<file path="src/fetch_settings.svh">
// fetch frontend settings

`ifndef FETCH_SETTINGS_SVH
`define FETCH_SETTINGS_SVH

// --------------------
// widths and sizes
// --------------------
// address and data width
`define FETCH_XLEN 32
// 2-bit counter entries, indexed by pc[5:2]
`define FETCH_BHT_ENTRIES 16
`define FETCH_RAS_DEPTH 4
`define FETCH_QUEUE_DEPTH 4

// first fetch address out of reset
`define FETCH_BOOT_ADDR 32'h8000_0000

// --------------------
// rv32i opcodes
// --------------------
`define FETCH_OP_BRANCH 7'b1100011
`define FETCH_OP_JAL 7'b1101111
`define FETCH_OP_JALR 7'b1100111

`endif

</file>
<file path="src/fetch_pkg.sv">
// fetch frontend types
`default_nettype none

`include "fetch_settings.svh"

package fetch_pkg;

  // byte address and raw instruction word
  typedef logic [`FETCH_XLEN-1:0] addr_t;
  typedef logic [31:0] instr_t;

  // history index, word aligned so pc[1:0] is skipped
  typedef logic [$clog2(`FETCH_BHT_ENTRIES)-1:0] bht_idx_t;

  // fill level of the fetch queue, 0 up to full
  typedef logic [$clog2(`FETCH_QUEUE_DEPTH+1)-1:0] q_cnt_t;

  // control-flow kinds seen by the scanner
  typedef enum logic [2:0] {
    CF_NONE,
    CF_BRANCH,
    CF_JUMP,
    CF_JALR,
    CF_RETURN
  } cf_e;

  // pc bits 5 down to 2 select the history entry
  function automatic bht_idx_t bht_index(addr_t pc);
    return pc[$bits(bht_idx_t)+1:2];
  endfunction

endpackage

`default_nettype wire

</file>
<file path="src/bht.sv">
// branch history table
`default_nettype none

`include "fetch_settings.svh"

module bht
  import fetch_pkg::*;
(
  input  logic     clk_i,
  input  logic     rst_ni,
  // lookup from pc_gen
  input  bht_idx_t rd_idx_i,
  output logic     rd_valid_o,
  output logic     rd_taken_o,
  // training from the backend
  input  logic     upd_valid_i,
  input  bht_idx_t upd_idx_i,
  input  logic     upd_taken_i
);

  localparam int unsigned Entries = `FETCH_BHT_ENTRIES;

  logic       valid_q [Entries];
  logic [1:0] cnt_q   [Entries];

  // combinational read, msb of the counter is the prediction
  assign rd_valid_o = valid_q[rd_idx_i];
  assign rd_taken_o = cnt_q[rd_idx_i][1];

  // --------------------
  // counter update
  // --------------------
  always_ff @(posedge clk_i or negedge rst_ni) begin
    if (!rst_ni) begin
      for (int i = 0; i < Entries; i++) begin
        valid_q[i] <= 1'b0;
        cnt_q[i]   <= 2'd0;
      end
    end else if (upd_valid_i) begin
      if (!valid_q[upd_idx_i]) begin
        // first sighting starts weakly in the resolved direction
        valid_q[upd_idx_i] <= 1'b1;
        cnt_q[upd_idx_i]   <= upd_taken_i ? 2'd2 : 2'd1;
      end else if (upd_taken_i && (cnt_q[upd_idx_i] != 2'd3)) begin
        cnt_q[upd_idx_i] <= cnt_q[upd_idx_i] + 2'd1;
      end else if (!upd_taken_i && (cnt_q[upd_idx_i] != 2'd0)) begin
        cnt_q[upd_idx_i] <= cnt_q[upd_idx_i] - 2'd1;
      end
    end
  end

endmodule

`default_nettype wire

</file>
<file path="src/fetch_frontend.sv">
// instruction fetch frontend
`default_nettype none

module fetch_frontend
  import fetch_pkg::*;
(
  input  logic   clk_i,
  input  logic   rst_ni,
  // instruction memory port
  output logic   imem_req_o,
  output addr_t  imem_addr_o,
  input  logic   imem_gnt_i,
  input  logic   imem_rvalid_i,
  input  instr_t imem_rdata_i,
  // backend port
  input  logic   resolve_valid_i,
  input  addr_t  resolve_pc_i,
  input  logic   resolve_branch_i,
  input  logic   resolve_taken_i,
  input  logic   resolve_mispredict_i,
  input  addr_t  resolve_target_i,
  input  logic   trap_i,
  input  addr_t  trap_vector_i,
  // decode port
  output logic   fetch_valid_o,
  input  logic   fetch_ready_i,
  output addr_t  fetch_pc_o,
  output instr_t fetch_instr_o,
  output logic   fetch_pred_taken_o,
  output addr_t  fetch_pred_target_o
);

  addr_t    scan_pc;
  instr_t   scan_instr;
  cf_e      scan_cf;
  addr_t    scan_imm;
  logic     scan_call;
  bht_idx_t bht_idx;
  logic     bht_valid;
  logic     bht_taken;
  logic     bht_upd_valid;
  bht_idx_t bht_upd_idx;
  logic     ras_push;
  logic     ras_pop;
  addr_t    ras_data;
  addr_t    ras_top;
  logic     ras_valid;
  logic     q_push;
  logic     q_taken;
  addr_t    q_target;
  logic     q_flush;
  q_cnt_t   q_free;

  // only resolved conditional branches train the history
  assign bht_upd_valid = resolve_valid_i && resolve_branch_i;
  assign bht_upd_idx   = bht_index(resolve_pc_i);

  pc_gen u_pc_gen (
    .clk_i                (clk_i),
    .rst_ni               (rst_ni),
    .imem_req_o           (imem_req_o),
    .imem_addr_o          (imem_addr_o),
    .imem_gnt_i           (imem_gnt_i),
    .imem_rvalid_i        (imem_rvalid_i),
    .imem_rdata_i         (imem_rdata_i),
    .trap_i               (trap_i),
    .trap_vector_i        (trap_vector_i),
    .resolve_valid_i      (resolve_valid_i),
    .resolve_mispredict_i (resolve_mispredict_i),
    .resolve_target_i     (resolve_target_i),
    .scan_pc_o            (scan_pc),
    .scan_instr_o         (scan_instr),
    .scan_cf_i            (scan_cf),
    .scan_imm_i           (scan_imm),
    .scan_call_i          (scan_call),
    .bht_idx_o            (bht_idx),
    .bht_valid_i          (bht_valid),
    .bht_taken_i          (bht_taken),
    .ras_push_o           (ras_push),
    .ras_pop_o            (ras_pop),
    .ras_data_o           (ras_data),
    .ras_top_i            (ras_top),
    .ras_valid_i          (ras_valid),
    .q_push_o             (q_push),
    .q_taken_o            (q_taken),
    .q_target_o           (q_target),
    .q_flush_o            (q_flush),
    .q_free_i             (q_free)
  );

  instr_scan u_scan (
    .instr_i   (scan_instr),
    .cf_o      (scan_cf),
    .imm_o     (scan_imm),
    .is_call_o (scan_call)
  );

  bht u_bht (
    .clk_i       (clk_i),
    .rst_ni      (rst_ni),
    .rd_idx_i    (bht_idx),
    .rd_valid_o  (bht_valid),
    .rd_taken_o  (bht_taken),
    .upd_valid_i (bht_upd_valid),
    .upd_idx_i   (bht_upd_idx),
    .upd_taken_i (resolve_taken_i)
  );

  ras u_ras (
    .clk_i       (clk_i),
    .rst_ni      (rst_ni),
    .push_i      (ras_push),
    .pop_i       (ras_pop),
    .data_i      (ras_data),
    .top_o       (ras_top),
    .top_valid_o (ras_valid)
  );

  // the response word and its pc go straight into the queue
  fetch_queue u_queue (
    .clk_i               (clk_i),
    .rst_ni              (rst_ni),
    .flush_i             (q_flush),
    .push_i              (q_push),
    .push_pc_i           (scan_pc),
    .push_instr_i        (scan_instr),
    .push_taken_i        (q_taken),
    .push_target_i       (q_target),
    .free_o              (q_free),
    .fetch_valid_o       (fetch_valid_o),
    .fetch_ready_i       (fetch_ready_i),
    .fetch_pc_o          (fetch_pc_o),
    .fetch_instr_o       (fetch_instr_o),
    .fetch_pred_taken_o  (fetch_pred_taken_o),
    .fetch_pred_target_o (fetch_pred_target_o)
  );

endmodule

`default_nettype wire

</file>
<file path="src/fetch_queue.sv">
// fetch queue toward decode
`default_nettype none

`include "fetch_settings.svh"

module fetch_queue
  import fetch_pkg::*;
(
  input  logic   clk_i,
  input  logic   rst_ni,
  input  logic   flush_i,
  // write side from pc_gen
  input  logic   push_i,
  input  addr_t  push_pc_i,
  input  instr_t push_instr_i,
  input  logic   push_taken_i,
  input  addr_t  push_target_i,
  output q_cnt_t free_o,
  // decode port
  output logic   fetch_valid_o,
  input  logic   fetch_ready_i,
  output addr_t  fetch_pc_o,
  output instr_t fetch_instr_o,
  output logic   fetch_pred_taken_o,
  output addr_t  fetch_pred_target_o
);

  localparam int unsigned Depth = `FETCH_QUEUE_DEPTH;
  localparam int unsigned PtrW  = $clog2(Depth);

  logic [PtrW-1:0] wr_ptr_q;
  logic [PtrW-1:0] rd_ptr_q;
  q_cnt_t          count_q;
  logic            pop;

  addr_t  pc_q     [Depth];
  instr_t instr_q  [Depth];
  logic   taken_q  [Depth];
  addr_t  target_q [Depth];

  assign pop    = fetch_valid_o && fetch_ready_i;
  assign free_o = q_cnt_t'(Depth) - count_q;

  // head entry is always visible on the decode port
  assign fetch_valid_o       = (count_q != '0);
  assign fetch_pc_o          = pc_q[rd_ptr_q];
  assign fetch_instr_o       = instr_q[rd_ptr_q];
  assign fetch_pred_taken_o  = taken_q[rd_ptr_q];
  assign fetch_pred_target_o = target_q[rd_ptr_q];

  // payload write
  always_ff @(posedge clk_i) begin
    if (push_i) begin
      pc_q[wr_ptr_q]     <= push_pc_i;
      instr_q[wr_ptr_q]  <= push_instr_i;
      taken_q[wr_ptr_q]  <= push_taken_i;
      target_q[wr_ptr_q] <= push_target_i;
    end
  end

  // --------------------
  // pointers and count
  // --------------------
  always_ff @(posedge clk_i or negedge rst_ni) begin
    if (!rst_ni) begin
      wr_ptr_q <= '0;
      rd_ptr_q <= '0;
      count_q  <= '0;
    end else if (flush_i) begin
      // flush drops everything, including a same-cycle push
      wr_ptr_q <= '0;
      rd_ptr_q <= '0;
      count_q  <= '0;
    end else begin
      if (push_i) begin
        wr_ptr_q <= (wr_ptr_q == PtrW'(Depth - 1)) ? '0 : wr_ptr_q + 1'b1;
      end
      if (pop) begin
        rd_ptr_q <= (rd_ptr_q == PtrW'(Depth - 1)) ? '0 : rd_ptr_q + 1'b1;
      end
      if (push_i && !pop) begin
        count_q <= count_q + 1'b1;
      end else if (pop && !push_i) begin
        count_q <= count_q - 1'b1;
      end
    end
  end

  // request throttling in pc_gen must keep a slot for every response
  a_no_push_full : assert property (@(posedge clk_i) disable iff (!rst_ni)
    push_i |-> (count_q != q_cnt_t'(Depth)))
    else $error("fetch queue push while full");

endmodule

`default_nettype wire

</file>
<file path="src/instr_scan.sv">
// control-flow scanner
`default_nettype none

`include "fetch_settings.svh"

module instr_scan
  import fetch_pkg::*;
(
  input  instr_t instr_i,
  output cf_e    cf_o,
  output addr_t  imm_o,
  output logic   is_call_o
);

  logic [6:0] opcode;
  logic [4:0] rd;
  logic [4:0] rs1;
  logic       rd_link;
  logic       rs1_link;
  addr_t      imm_b;
  addr_t      imm_j;
  addr_t      imm_i;

  assign opcode = instr_i[6:0];
  assign rd     = instr_i[11:7];
  assign rs1    = instr_i[19:15];

  // x1 and x5 are the link registers of the calling convention
  assign rd_link  = (rd == 5'd1) || (rd == 5'd5);
  assign rs1_link = (rs1 == 5'd1) || (rs1 == 5'd5);

  // --------------------
  // immediates
  // --------------------
  // all sign extended from bit 31
  assign imm_b = {{(`FETCH_XLEN-12){instr_i[31]}}, instr_i[7], instr_i[30:25],
                  instr_i[11:8], 1'b0};
  assign imm_j = {{(`FETCH_XLEN-20){instr_i[31]}}, instr_i[19:12], instr_i[20],
                  instr_i[30:21], 1'b0};
  assign imm_i = {{(`FETCH_XLEN-12){instr_i[31]}}, instr_i[31:20]};

  always_comb begin
    cf_o      = CF_NONE;
    imm_o     = imm_i;
    is_call_o = 1'b0;
    case (opcode)
      `FETCH_OP_BRANCH: begin
        cf_o  = CF_BRANCH;
        imm_o = imm_b;
      end
      `FETCH_OP_JAL: begin
        cf_o      = CF_JUMP;
        imm_o     = imm_j;
        is_call_o = rd_link;
      end
      `FETCH_OP_JALR: begin
        // jalr x0, 0(ra) is a return, anything else with a link rd is a call
        if ((rd == 5'd0) && rs1_link) begin
          cf_o = CF_RETURN;
        end else begin
          cf_o      = CF_JALR;
          is_call_o = rd_link;
        end
      end
      default: ;
    endcase
  end

endmodule

`default_nettype wire

</file>
<file path="src/pc_gen.sv">
// next pc and fetch request control
`default_nettype none

`include "fetch_settings.svh"

module pc_gen
  import fetch_pkg::*;
(
  input  logic     clk_i,
  input  logic     rst_ni,
  // instruction memory port
  output logic     imem_req_o,
  output addr_t    imem_addr_o,
  input  logic     imem_gnt_i,
  input  logic     imem_rvalid_i,
  input  instr_t   imem_rdata_i,
  // redirects from the backend
  input  logic     trap_i,
  input  addr_t    trap_vector_i,
  input  logic     resolve_valid_i,
  input  logic     resolve_mispredict_i,
  input  addr_t    resolve_target_i,
  // scanner
  output addr_t    scan_pc_o,
  output instr_t   scan_instr_o,
  input  cf_e      scan_cf_i,
  input  addr_t    scan_imm_i,
  input  logic     scan_call_i,
  // predictors
  output bht_idx_t bht_idx_o,
  input  logic     bht_valid_i,
  input  logic     bht_taken_i,
  output logic     ras_push_o,
  output logic     ras_pop_o,
  output addr_t    ras_data_o,
  input  addr_t    ras_top_i,
  input  logic     ras_valid_i,
  // fetch queue
  output logic     q_push_o,
  output logic     q_taken_o,
  output addr_t    q_target_o,
  output logic     q_flush_o,
  input  q_cnt_t   q_free_i
);

  addr_t pc_q;
  addr_t pc_d;
  addr_t pc_plus4;
  logic  outstanding_q;
  logic  stale_q;
  logic  run_q;
  logic  redirect;
  logic  accept;
  logic  slot_ok;
  logic  taken;
  addr_t target;

  // pc_q is the pc of the response, a request in the response cycle goes to the next pc
  assign imem_addr_o  = accept ? target : pc_q;
  assign scan_pc_o    = pc_q;
  assign scan_instr_o = imem_rdata_i;
  assign bht_idx_o    = bht_index(pc_q);
  assign pc_plus4     = pc_q + addr_t'(4);

  assign redirect  = trap_i || (resolve_valid_i && resolve_mispredict_i);
  assign q_flush_o = redirect;

  // a response for a pc fetched before a redirect is dropped
  assign accept = imem_rvalid_i && !stale_q && !redirect;

  // keep a slot free for the response that lands this cycle
  assign slot_ok = (q_free_i != '0) && !(q_push_o && (q_free_i == q_cnt_t'(1)));

  // new request once the bus is idle or closing, never on a redirect edge
  assign imem_req_o = run_q && (!outstanding_q || imem_rvalid_i) && slot_ok && !redirect;

  // --------------------
  // prediction
  // --------------------
  always_comb begin
    taken  = 1'b0;
    target = pc_plus4;
    case (scan_cf_i)
      // static fallback: backward branches are taken
      CF_BRANCH: taken = bht_valid_i ? bht_taken_i : scan_imm_i[`FETCH_XLEN-1];
      CF_JUMP:   taken = 1'b1;
      CF_RETURN: taken = ras_valid_i;
      // plain jalr has no target source, left to the backend
      default:   taken = 1'b0;
    endcase
    if (taken) begin
      target = (scan_cf_i == CF_RETURN) ? ras_top_i : pc_q + scan_imm_i;
    end
  end

  assign q_push_o   = accept;
  assign q_taken_o  = taken;
  assign q_target_o = target;
  assign ras_push_o = accept && scan_call_i;
  assign ras_pop_o  = accept && (scan_cf_i == CF_RETURN) && ras_valid_i;
  assign ras_data_o = pc_plus4;

  // trap, then mispredict, then prediction or pc+4
  always_comb begin
    if (trap_i) begin
      pc_d = trap_vector_i;
    end else if (resolve_valid_i && resolve_mispredict_i) begin
      pc_d = resolve_target_i;
    end else if (accept) begin
      pc_d = target;
    end else begin
      pc_d = pc_q;
    end
  end

  // --------------------
  // state
  // --------------------
  always_ff @(posedge clk_i or negedge rst_ni) begin
    if (!rst_ni) begin
      pc_q          <= `FETCH_BOOT_ADDR;
      outstanding_q <= 1'b0;
      stale_q       <= 1'b0;
      run_q         <= 1'b0;
    end else begin
      pc_q  <= pc_d;
      run_q <= 1'b1;
      if (imem_req_o && imem_gnt_i) begin
        outstanding_q <= 1'b1;
      end else if (imem_rvalid_i) begin
        outstanding_q <= 1'b0;
      end
      if (imem_rvalid_i) begin
        stale_q <= 1'b0;
      end else if (redirect && outstanding_q) begin
        stale_q <= 1'b1;
      end
    end
  end

  a_rvalid_outstanding : assert property (@(posedge clk_i) disable iff (!rst_ni)
    imem_rvalid_i |-> outstanding_q)
    else $error("imem response without outstanding request");

endmodule

`default_nettype wire

</file>
<file path="src/ras.sv">
// return address stack
`default_nettype none

`include "fetch_settings.svh"

module ras
  import fetch_pkg::*;
(
  input  logic  clk_i,
  input  logic  rst_ni,
  input  logic  push_i,
  input  logic  pop_i,
  input  addr_t data_i,
  output addr_t top_o,
  output logic  top_valid_o
);

  localparam int unsigned Depth = `FETCH_RAS_DEPTH;

  // entry 0 is the top, the oldest falls off the far end
  addr_t stack_q [Depth];
  logic  valid_q [Depth];

  assign top_o       = stack_q[0];
  assign top_valid_o = valid_q[0];

  // --------------------
  // stack payload
  // --------------------
  always_ff @(posedge clk_i) begin
    if (push_i) begin
      stack_q[0] <= data_i;
      // push with pop just replaces the top
      if (!pop_i) begin
        for (int i = 1; i < Depth; i++) begin
          stack_q[i] <= stack_q[i-1];
        end
      end
    end else if (pop_i) begin
      for (int i = 0; i < Depth - 1; i++) begin
        stack_q[i] <= stack_q[i+1];
      end
    end
  end

  // valid bits move along with the payload
  always_ff @(posedge clk_i or negedge rst_ni) begin
    if (!rst_ni) begin
      for (int i = 0; i < Depth; i++) begin
        valid_q[i] <= 1'b0;
      end
    end else if (push_i) begin
      valid_q[0] <= 1'b1;
      if (!pop_i) begin
        for (int i = 1; i < Depth; i++) begin
          valid_q[i] <= valid_q[i-1];
        end
      end
    end else if (pop_i) begin
      for (int i = 0; i < Depth - 1; i++) begin
        valid_q[i] <= valid_q[i+1];
      end
      valid_q[Depth-1] <= 1'b0;
    end
  end

  // pc_gen only pops when it saw a valid top
  a_no_pop_empty : assert property (@(posedge clk_i) disable iff (!rst_ni)
    pop_i |-> top_valid_o)
    else $error("ras popped while empty");

endmodule

`default_nettype wire

</file>
<file path="config.mk">
export PLATFORM = sky130hd
export DESIGN_NAME = fetch_frontend
export DESIGN_NICKNAME = d
export VERILOG_FILES = /design/src/fetch_pkg.sv /design/src/bht.sv /design/src/fetch_frontend.sv /design/src/fetch_queue.sv /design/src/instr_scan.sv /design/src/pc_gen.sv /design/src/ras.sv
export VERILOG_INCLUDE_DIRS = /design/src
export SDC_FILE = /design/constraint.sdc
export NUM_CORES = 1
export LEC_CHECK = 0
export ABC_AREA = 0
export BUFFER_PORTS_ARGS = -buffer_cell sky130_fd_sc_hd__buf_2
export CAP_MARGIN = 30
export CELL_PAD_IN_SITES_DETAIL_PLACEMENT = 0
export CELL_PAD_IN_SITES_GLOBAL_PLACEMENT = 1
export CORE_ASPECT_RATIO = 1.2
export CORE_MARGIN = 10
export CORE_UTILIZATION = 45
export DETAILED_ROUTE_END_ITERATION = 12
export PLACE_DENSITY_LB_ADDON = 0.1
export SLEW_MARGIN = 10
export SYNTH_ARGS = -nofsm -noshare
export SYNTH_HDL_FRONTEND = slang
export SYNTH_SLANG_ARGS = --single-unit
</file>
<file path="constraint.sdc">
create_clock -name clk_i -period 4.4 [get_ports clk_i]
set_clock_uncertainty 0.05 [all_clocks]
set_input_delay 0.44 -clock clk_i [delete_from_list [all_inputs] [get_ports clk_i]]
set_output_delay 0.44 -clock clk_i [all_outputs]
set_load 0.03 [all_outputs]
</file>
; After elaboration in Yosys (flattened, before gate mapping)
; Memory sizes are Yosys's and may differ from the RTL's.
; Index checks and enable logic that the tools add are counted.
[word_totals]
register_bits = 94
ramBits = 516
latch_bits = 0
input_bits = 138
rom_bits = 0
n_memories = 5
output_inout_bits = 131
[op_classes]
div_mod_pow = 0
mux = 64
n_reduce_logical = 45
n_shift = 0
bitwise = 7
add_sub_neg = 9
mul = 0
magnitude_cmp = 3
n_eq_ne = 16
[mem_list]
columns = memory, depth, word_bits, read_ports, rd_ports_with_merged_regs, wr, line_no
row1 = u_queue.instr_q, 4, 32, 1, 0, 1, fetch_queue.sv:37  ; instr_t instr_q [Depth];
row2 = u_queue.pc_q, 4, 32, 1, 0, 1, fetch_queue.sv:36  ; addr_t pc_q [Depth];
row3 = u_queue.target_q, 4, 32, 1, 0, 1, fetch_queue.sv:39  ; addr_t target_q [Depth];
row4 = u_ras.stack_q, 4, 32, 4, 0, 4, ras.sv:21  ; addr_t stack_q [Depth];
row5 = u_queue.taken_q, 4, 1, 1, 0, 1, fetch_queue.sv:38  ; logic taken_q [Depth];
[op_table]
columns = operator, count
row1 = $mux 32, 11
row2 = $bwmux 32, 3
row3 = $pmux 20 s2, 1
row4 = $add 32x3->32 const B, 1
row5 = $add 32x32->32, 1
row6 = $mux 2, 12
row7 = $eq 7x7->1 const B, 3
row8 = $logic_and 1x1->1, 21
row9 = $mux 1, 21
row10 = $bmux 2 s4, 2
row11 = $or 16x16->16, 1
row12 = $mux 3, 5
row13 = $reduce_bool 2->1, 6
row14 = $eq 5x1->1 const B, 2
row15 = $eq 5x3->1 const B, 2
row16 = $ge 5x5->1 const B, 2
row17 = $not 4->5, 2
row18 = $pmux 3 s3, 1
row19 = $reduce_bool 3->1, 3
row20 = $bmux 1 s4, 2
row21 = $demux 2 s4, 1
row22 = $mux 4, 2
row23 = $logic_not 1->1, 7
row24 = $add 2x1->2 const B, 3
row25 = 19 further kinds, 29

; Longest topological paths before layout
; Gate-level depths: netlist of run 1.
[depth]
depth_word = 12
ltp_mapped = 16
ltp_nobuf = 15

; Modules after synthesis
; A second synthesis of run 1 with hierarchy kept.
[unflattened]
cells_unflattened = 1843
hier_area_um2 = 28469.8
[modules_own_cells]
columns = module, seq_area_each_um2, n_inst, cells_each, area_each_um2
row1 = fetch_queue, 11826.3, 1, 562, 14505.2
row2 = pc_gen, 877.1, 1, 773, 5442.7
row3 = ras, 3943.8, 1, 258, 5440.2
row4 = bht, 1201.2, 1, 190, 2648.8
row5 = instr_scan, 0.0, 1, 59, 426.7
row6 = fetch_frontend, 0.0, 1, 1, 6.3

; Worst setup path after synthesis of run 1
; OpenSTA, ideal clock, no wires.
[synth_timing]
kind = input to output
from = input imem_rdata_i[0]
to = output imem_addr_o[22]
required_ns = 3.910
t_arrival_ns = 4.131
stages = 15
setup_slack_ns = -0.221
cell_sequence = and4b_1 nand4_1 clkbuf_1 and3_1 ha_1 inv_1 fa_1 nor2b_1 o2111ai_1 a21oi_1 o31ai_1 o41ai_1 xor2_1 mux2i_1 a211oi_1
[synth_between]
elab_chain_len = 6
word_cells_on_any_way = 13
classes_between = 1 x add/sub / 6 x eq/ne / 6 x mux
[synth_lines]
columns = element, line_no
row1 = "start, declared", fetch_frontend.sv:14  ; input instr_t imem_rdata_i,
row2 = $eq 7x7->1, instr_scan.sv:46  ; case (opcode)
row3 = $pmux 20 s2 or $pmux 3 s3 (tied branches), instr_scan.sv:46
row4 = "$add 32x32->32, or another cell as far along", pc_gen.sv:92  ; target = (scan_cf_i == CF_RETURN) ? ras_top_i : pc_q + scan_imm_i;
row5 = $mux 32 or $pmux 1 s3 (tied branches), "pc_gen.sv:92, pc_gen.sv:83"
row6 = $mux 32 *, pc_gen.sv:91  ; if (taken) begin
row7 = $mux 32 *, -
row8 = "end, declared", fetch_frontend.sv:11  ; output addr_t imem_addr_o,
; Mark *: on every way between the ends. The rest lies on a longest branch, timed or not.

; Worst setup path in the final report of run 1
[layout_timing]
from = register u_pc_gen.pc_q[27] (netlist: u_pc_gen.scan_pc_o[27])
to = output imem_addr_o[29]
[layout_between]
elab_chain_len = 4
word_cells_on_any_way = 5
classes_between = 2 x add/sub / 3 x mux
[layout_lines]
columns = element, line_no
row1 = "start, declared", pc_gen.sv:46  ; addr_t pc_q;
row2 = "start signal, assigned", pc_gen.sv:121  ; pc_q <= `FETCH_BOOT_ADDR;
row3 = "start signal, assigned", pc_gen.sv:126  ; pc_q <= pc_d;
row4 = $add 32x32->32, pc_gen.sv:92
row5 = $mux 32, pc_gen.sv:92
row6 = $mux 32 *, pc_gen.sv:91
row7 = net q_target[29], fetch_frontend.sv:50  ; addr_t q_target;
row8 = $mux 32 *, -
; Mark *: on every way through the listed nets, which the timed path passes. The rest lies on a longest branch.

==> metrics.md, run 1 <==
| Metric | Value |
|---|---|
| Relative max-transition margin | between 30% and 40% |
| Worst R2R Setup Slack | roughly 0.92 ns |
| Area share of the largest cell type after synthesis | 55.6% |
| Placer Congestion | between 0.9 and 1 |
| Fin crit period | 4.31 ns |
| Power per Cell Area | 428 nW/um2 |
| Syn Area/Cell | 14.9 um2 |
| Critical Path RT | around 3.9 ns |
| Outcome | completed |
| Final hold vios | 0 |
| GRT met3 Usage | under 10% |
| Area Overhead vs Synth | 22.9% |
| Routed wire length | 80900 um |
| Worst r2r src | u_pc_gen.scan_pc_o[27]$_DFF_PN0_ |
| Number of I/O port buffers | 240 |
| Row count | 99 |
| Final setup viols | 0 |
| Antenna-violating nets left | 0 |
| # fillers | 4946 |
| Max VDD drop | 0.000374 V |
| Worst hold start | imem_rdata_i[22] |
| Die height | 293 um |
| Total number of vias | ~18000 |
| Via/cell ratio | 5.72 |
| Main synth FF type | edfxtp_1 |
| Tcrit/Tclk final | 98.0% |
| Dpl cell area | 31300 um2 |
| Worst skew pair latency | 0.64 ns |
| TritonCTS clock tree | built |
| DPL Wire Length | 58000 um |
| Hold-critical path endpoint | u_queue.instr_q[3][22]$_DFFE_PP_ |
| Largest net degree at the start of global routing | 60 |
| Clock root cell | clkbuf_16 |
| Post-synth cell types | 77 |
| Drt first pass iters | 6 |
| Post-Place Setup Slack | -0.388 ns |
| Crit end category | output port |
| GR peak layer | met2 |
| Layout cell share with drive strength beyond 1 | between 30% and 40% |
| R2r worst-path depth | 12 |
| Syn_nets | between 2000 and 2500 |
| Hold path depth | 1 |
| Slew Limit Fails | 0 |
| Max-cap viol count | 0 |
| Type of the worst setup path | flop to output port |
| FFs w/ async S/R, synth | 15.4% |
| Final Instance Area | 34200 um2 |
| Commonest non-fill, non-tap cell in the layout | edfxtp_1 |
| GR Util met2 | 35.0% |
| Clock sink count | 610 |
| Total CTS buffers | around 60 |
| First-pass GRT wire length | 120000 um |
| Initial antenna violation count | 2 |
| Pwr Total | 14.7 mW |
| Final worst slack | between 0.08 and 0.09 ns |
| Clock buffer depth | 3 |
| Largest area contributor in the netlist | edfxtp_1 |
| Most frequent cells in the layout | edfxtp_1, buf_2, buf_4, nand2_1, mux2_2 |
| Register area share after synthesis | 64.1% |
| Worst reg2reg path endpoint | u_pc_gen.scan_pc_o[29]$_DFF_PN0_ |
| Critical Path Fanout Max | 10 |
| Final core utilization | a little under three fifths |
| Die ar. | about 72000 um2 |
| Initial DRC Count | 1556 |
| Drt drc | 0 |
| Met1 usage | 31.6% |
| Top post-synthesis cells by area | edfxtp_1, mux4_2, dfrtp_1 |
| I/O pin count | 269 |
| Grt ovf | 0 |
| P_leak | 12.5 nW |
| Mapped cell area | between 20000 and 30000 um2 |
| Worst slew pin tran | 0.976 ns |
| Initial Utilization | 45.6% |
| Synth warn | 0 |
| CORE AREA | 61100 um2 |
| Die W | 247 um |
| Vias in the first global route | 18100 |
| WL/cell | 25.6 um |
| Total track usage | 22.1% |
| Reg clk slew, reported paths | 0.06 ns |
| Nets | 2482 |
| Max Freq | 0.232 GHz |
| Flops & latches, synth | 610 |
| Instance count of the mapped netlist | 1872 |
| Worst setup SP type | flop |
| RSZ-0062 raised after global routing | true |
| H-tree depth | 2 |
| CP Data Arrival Time | 3.82 ns |
| Worst min path class | input port to flop |
| Post-synth EDFFs | 516 |
| Worst hold slack | about 0.036 ns |
-- per-stage QoR --
stage | TNS (ns) | instances
6_report | 0 | 3157
5_1_grt | -0.128 | 3157
4_1_cts | 0 | 3144
3_5_place_dp | -4.25 | 3006
3_3_place_gp | -3.68 | 3006
2_1_floorplan | 0 | 1872
-- cells in the mapped netlist (31+ instances only) --
library cell and count:
o21ai_0 47, mux4_2 118, edfxtp_1 516, mux2_2 124
clkbuf_1 67, a21oi_1 77, nor3_1 31, dfrtp_1 93
nand3_1 39, nand2_1 161, ha_1 45, inv_1 55
nor2_1 110, mux2i_1 32
-- power breakdown --
group | internal, mW | leakage [nW] | switching (mW)
registers | 6.58 | 5.81 | 0.227
clock network | 2.76 | 0.917 | 2.18
logic | 1.23 | 5.76 | 1.67
total | 10.6 | 12.5 | 4.08
-- flip-flops by register name (all words and copies together), names as in the netlist, 3 cells and up --
signal	cells
u_ras.valid_q	3
u_ras.stack_q	128
u_bht.cnt_q	32
u_queue.target_q	128
u_bht.valid_q	16
u_queue.instr_q	128
u_queue.taken_q	4
u_queue.pc_q	128
u_pc_gen.scan_pc_o	32
u_queue.count_q	3
-- cell type report --
type	instances	area, um2	area share, %
multi-input cells	1109	10000	29.3
clock inverters	30	297	0.866
inverters	55	206	0.603
diodes	2	5.00	0.0146
repair buffers	462	3220	9.40
well taps	808	1010	2.95
clock buffers	81	1610	4.70
flip-flops and latches	610	17900	52.2
-- critical path, cell delays in order (launching register included) --
cell and delay (ns):
dfrtp_1 0.55, ha_1 0.54, inv_1 0.17, nor3_1 0.42, a221oi_1 0.22, or2_2 0.31, a31oi_1 0.23, a2111oi_2 0.07
buf_4 0.14, nor2_1 0.20, nand2_1 0.08, nand2_1 0.06, buf_2 0.20
-- how the worst max path moves through the flow --
| stage | from | to | slack [ns] | cells after the start |
|---|---|---|---|---|
| 6_report | u_pc_gen.scan_pc_o[27]$_DFF_PN0_ | imem_addr_o[29] | 0.09 | 12 |
| 5_1_grt | imem_rdata_i[4] | imem_addr_o[26] | -0.05 | 21 |
| 4_1_cts | imem_rdata_i[12] | imem_addr_o[22] | 0.01 | 16 |
| 3_5_place_dp | imem_rdata_i[4] | imem_addr_o[23] | -0.39 | 17 |
| 3_3_place_gp | imem_rdata_i[4] | imem_addr_o[26] | -0.36 | 20 |
| 2_1_floorplan | imem_rdata_i[4] | imem_addr_o[14] | 0.03 | 14 |
-- what timing repair did --
| action | 4_1_cts | 5_1_grt |
|---|---|---|
| gates cloned | 1 | 1 |
| endpoints found under the setup margin | 30 | 28 |
| resized for setup | 72 | 91 |
| buffers inserted | 8 | 10 |
| hold buffers | 19 | 0 |
| pin swaps | 12 | 27 |
| hold endpoints to repair | 95 | 0 |
-- per-layer routing --
metal | share of wire (%) | routed length, um | vias to the layer above
li1 | - | - | 8120
met3 | 5.7 | 4620 | 103
met4 | 2.0 | 1650 | 0
met5 | 0 | 0 | -
met2 | 48 | 38600 | 529
met1 | 45 | 36000 | 9313
-- cells by family after synthesis --
| logic type | after synthesis | synth area share (%) |
|---|---|---|
| DFF | 610 | 64.1 |
| and+or+nand+nor | 441 | 7.30 |
| AOI/OAI and AO/OA | 300 | 7.15 |
| muxes | 275 | 15.7 |
| buffers and inverters | 154 | 2.19 |
| adders and majority gates | 47 | 2.16 |
| xor gates and xnor gates | 44 | 1.38 |
| other | 1 | 0.0135 |
Note: power is estimated with default switching activity, not from simulation.
==> inputs of run 2 (changes only) <==
--- a/config.mk
+++ b/config.mk
@@ -6,7 +6,7 @@
 export SDC_FILE = /design/constraint.sdc
 export NUM_CORES = 1
 export LEC_CHECK = 0
-export ABC_AREA = 0
+export ABC_AREA = 1
 export BUFFER_PORTS_ARGS = -buffer_cell sky130_fd_sc_hd__buf_2
 export CAP_MARGIN = 30
 export CELL_PAD_IN_SITES_DETAIL_PLACEMENT = 0
==> metrics.md, run 2 <==
| Metric | Value |
|---|---|
| Via/cell ratio | 5.35 |
| Total number of vias | 22700 |
| Outcome | completed |
| Relative max-transition margin | 40.6% |
| I/O pin count | 269 |
| Worst min path class | input port to flop |
| Number of I/O port buffers | 240 |
| Max stage delay on crit path | 0.57 ns |
| First-pass GRT wire length | 132000 um |
| Clock buffer depth | 3 |
| Sw Share | 29.6% |
| Initial Utilization | between 40% and 50% |
| Placer Congestion | 0.921 |
| Clock root cell | clkbuf_16 |
| Share of total power in sequential cells | between 40% and 50% |
| Initial antenna violation count | 2 |
| Post-synth top cells | nand2_1, edfxtp_1, nor2_1 |
| Register area share after synthesis | 61.1% |
| Clock sink count | 610 |
| TritonCTS clock tree | built |
| Vias in the first global route | between 20000 and 25000 |
| H-tree depth | 2 |
| Max VDD drop | ~0.00029 V |
| FFs w/ async S/R, synth | around 15% |
| Internal power | 10.3 mW |
| Postcts setup bufs | 0 |
| Initial DRC Count | 1980 |
| Drt first pass iters | 7 |
| Gate power share | 18.7% |
| Tcrit/Tclk final | 95.7% |
| Total track usage | 22.8% |
| Worst R2R Setup Slack | 1.26 ns |
| Switching pwr | 4.35 mW |
| Worst skew pair latency | 0.62 ns |
| Synth warn | 0 |
| Max-cap viol count | 0 |
| Main synth FF type | edfxtp_1 |
| Type of the worst setup path | flop to output port |
| Crit end category | output port |
| Instance count of the mapped netlist | 3082 |
| Slew Limit Fails | 0 |
| Worst hold start | trap_vector_i[0] |
| Cell breakdown of the critical path | buf_4, nand2_1, nor2_4, nand2_1, nor2_2, nand2_1, nor2_1, nand2_1, xor2_1, nand3_1, nand3_1, nand2_1, inv_1, buf_2 |
| Critical Path RT | 3.91 ns |
| Clk pwr share | 35.3% |
| Drt drc | 0 |
| Worst slew pin tran | just under 0.9 ns |
| Critical path's top delay family | simple AND/OR/NAND/NOR gates |
| Largest net degree at the start of global routing | 153 |
| Max Freq | 0.238 GHz |
| R2r worst-path depth | 11 |
| Pwr Total | 14.7 mW |
| Syn_nets | 3267 |
| Hold path depth | 3 |
| Most frequent cell after synthesis | nand2_1 |
| Die W | approximately 250 um |
| Most frequent cells in the layout | nand2_1, edfxtp_1, nor2_1, inv_1, o21ai_0 |
| Syn Area/Cell | about 9.5 um2 |
| P_leak | 14.4 nW |
| Worst reg2reg path endpoint | u_queue.target_q[1][23]$_DFFE_PP_ |
| Final core utilization | 52.8% |
| Final hold vios | 0 |
| Critical Path Fanout Max | 19 |
| Total CTS buffers | 59 |
| Commonest non-fill, non-tap cell in the layout | nand2_1 |
| Mapped cell area | 29200 um2 |
| Worst setup SP type | flop |
| Reg clk slew, reported paths | roughly 0.060 ns |
| Largest area contributor in the netlist | edfxtp_1 |
| Reg area | 17900 um2 |
| Nets | 3541 |
| Top post-synthesis cells by area | edfxtp_1, nand2_1, dfrtp_1 |
| Area share of the largest cell type after synthesis | between 50% and 60% |
| Power per Cell Area | 432 nW/um2 |
| Die height | 299 um |
| CP dominant cell by count | nand2_1 |
| Die ar. | 75500 um2 |
| WL/cell | 20.9 um |
| Buf/Inv on CP | 3 |
| Fin crit period | ~4.2 ns |
| RSZ-0062 raised after global routing | false |
| DPL Wire Length | 62100 um |
| Final setup viols | 0 |
| CORE AREA | 64400 um2 |
| Antenna-violating nets left | 0 |
| Area of the multi-input gates | 9670 um2 |
| Post-synth EDFFs | ~520 |
| Worst r2r src | u_pc_gen.scan_pc_o[2]$_DFF_PN0_ |
| Flops & latches, synth | 610 |
| Row count | 102 |
| Layout cell share with drive strength beyond 1 | a little over an eighth |
| Post-Route Setup TNS | 0 ns |
| Routed wire length | 88400 um |
| # fillers | between 5000 and 6000 |
| Hold-critical path endpoint | u_pc_gen.scan_pc_o[0]$_DFF_PN0_ |
| Grt ovf | 0 |
| CP Data Arrival Time | approximately 3.7 ns |
| Slowest-stage cell, CP | dfrtp_1 |
| Post-synth cell types | 47 |
| Area Overhead vs Synth | 16.5% |
-- run 2: cell count changes after synthesis, moves of 19 or more --
cell | before | now
o22ai_1 | 0 | 116
inv_1 | 55 | 308
nor2_1 | 110 | 347
and3_1 | 19 | 0
xnor2_1 | 28 | 6
a21o_1 | 25 | 3
mux2i_1 | 32 | 0
clkbuf_1 | 67 | 105
o21ai_0 | 47 | 295
nand3_1 | 39 | 171
a21oi_1 | 77 | 21
nand2_1 | 161 | 837
mux4_2 | 118 | 0
mux2_2 | 124 | 0
-- run 2: area by class of cell --
cell class,count,share of cell area [%]
Multi-Input combinational cell,2028,28.4
Sequential cell,610,52.5
Antenna cell,1,0.00736
Clock buffer,70,4.49
Tap cell,832,3.06
Clock inverter,40,1.34
Inverter,312,3.45
Timing Repair Buffer,345,6.74
-- run 2: worst max path at each step --
stage	from	end	slack, ns	depth (start not counted)
6_report	u_pc_gen.scan_pc_o[2]$_DFF_PN0_	imem_addr_o[23]	0.19	14
5_1_grt	imem_rdata_i[18]	imem_addr_o[21]	0.007	19
4_1_cts	imem_rdata_i[19]	imem_addr_o[5]	0.09	16
3_5_place_dp	imem_rdata_i[6]	imem_addr_o[19]	0.20	23
3_3_place_gp	imem_rdata_i[6]	imem_addr_o[19]	0.27	23
2_1_floorplan	resolve_mispredict_i	u_queue.instr_q[0][0]$_DFFE_PP_	-0.08	8
-- run 2: worst reg2reg max path, stage by stage, from the launching register on --
cell and delay [ns]:
dfrtp_1 0.57, buf_4 0.34, nand2_1 0.13, nor2_4 0.20, nand2_1 0.16, nor2_2 0.22
nand2_1 0.18, nor2_1 0.19, nand2_1 0.14, xor2_1 0.30, nand3_1 0.16, nand2_1 0.30
-- run 2: cell families (layout without fill, tap and decap cells) --
family                   count (synthesis)  count (layout)  share of synthesized area, %
AND/OR/NAND/NOR                       1447            1447                          20.3
adder cells (fa/ha/maj)                 47              47                          2.07
other                                    1               2                        0.0128
buffers and inverters                  444             767                          5.93
AO/OA/AOI/OAI                          495             495                          9.37
flip-flops                             610             610                          61.1
XOR/XNOR                                38              38                          1.14
-- run 2: power by group through the flow --
stage | combinational, mW | sequential (mW) | clock [mW]
3_3_place_gp | 2.70 | 6.85 | 0
4_1_cts | 2.77 | 6.75 | 5.29
6_report | 2.76 | 6.75 | 5.19
5_1_grt | 3.04 | 6.77 | 5.52
2_1_floorplan | 1.80 | 6.76 | 0
3_5_place_dp | 2.73 | 6.87 | 0
-- run 2: repair_timing --
action                                 4_1_cts  5_1_grt
endpoints found under the hold margin      140        0
setup endpoints to repair                    0       14
gates resized for setup                      0        3
hold buffers                                42        0
-- run 2: per-layer routing --
metal	global-route usage [%]	vias to the layer above	part of all wire, %
met2	38.4	606	48
li1	-	10900	-
met1	30.9	11000	44
met5	0	-	0
met4	6.25	0	2.3
met3	2.52	114	4.9
-- run 2: through the flow --
stage	hold slack (ns)	setup WS (ns)	area (um2)	instances
5_1_grt	0.0290	0.00695	34000	4237
6_report	0.0357	0.190	34000	4238
2_1_floorplan	0.0944	-0.0821	29200	3082
3_3_place_gp	0.380	0.274	31600	4083
3_5_place_dp	0.386	0.202	31600	4083
4_1_cts	0.0210	0.0902	34000	4235
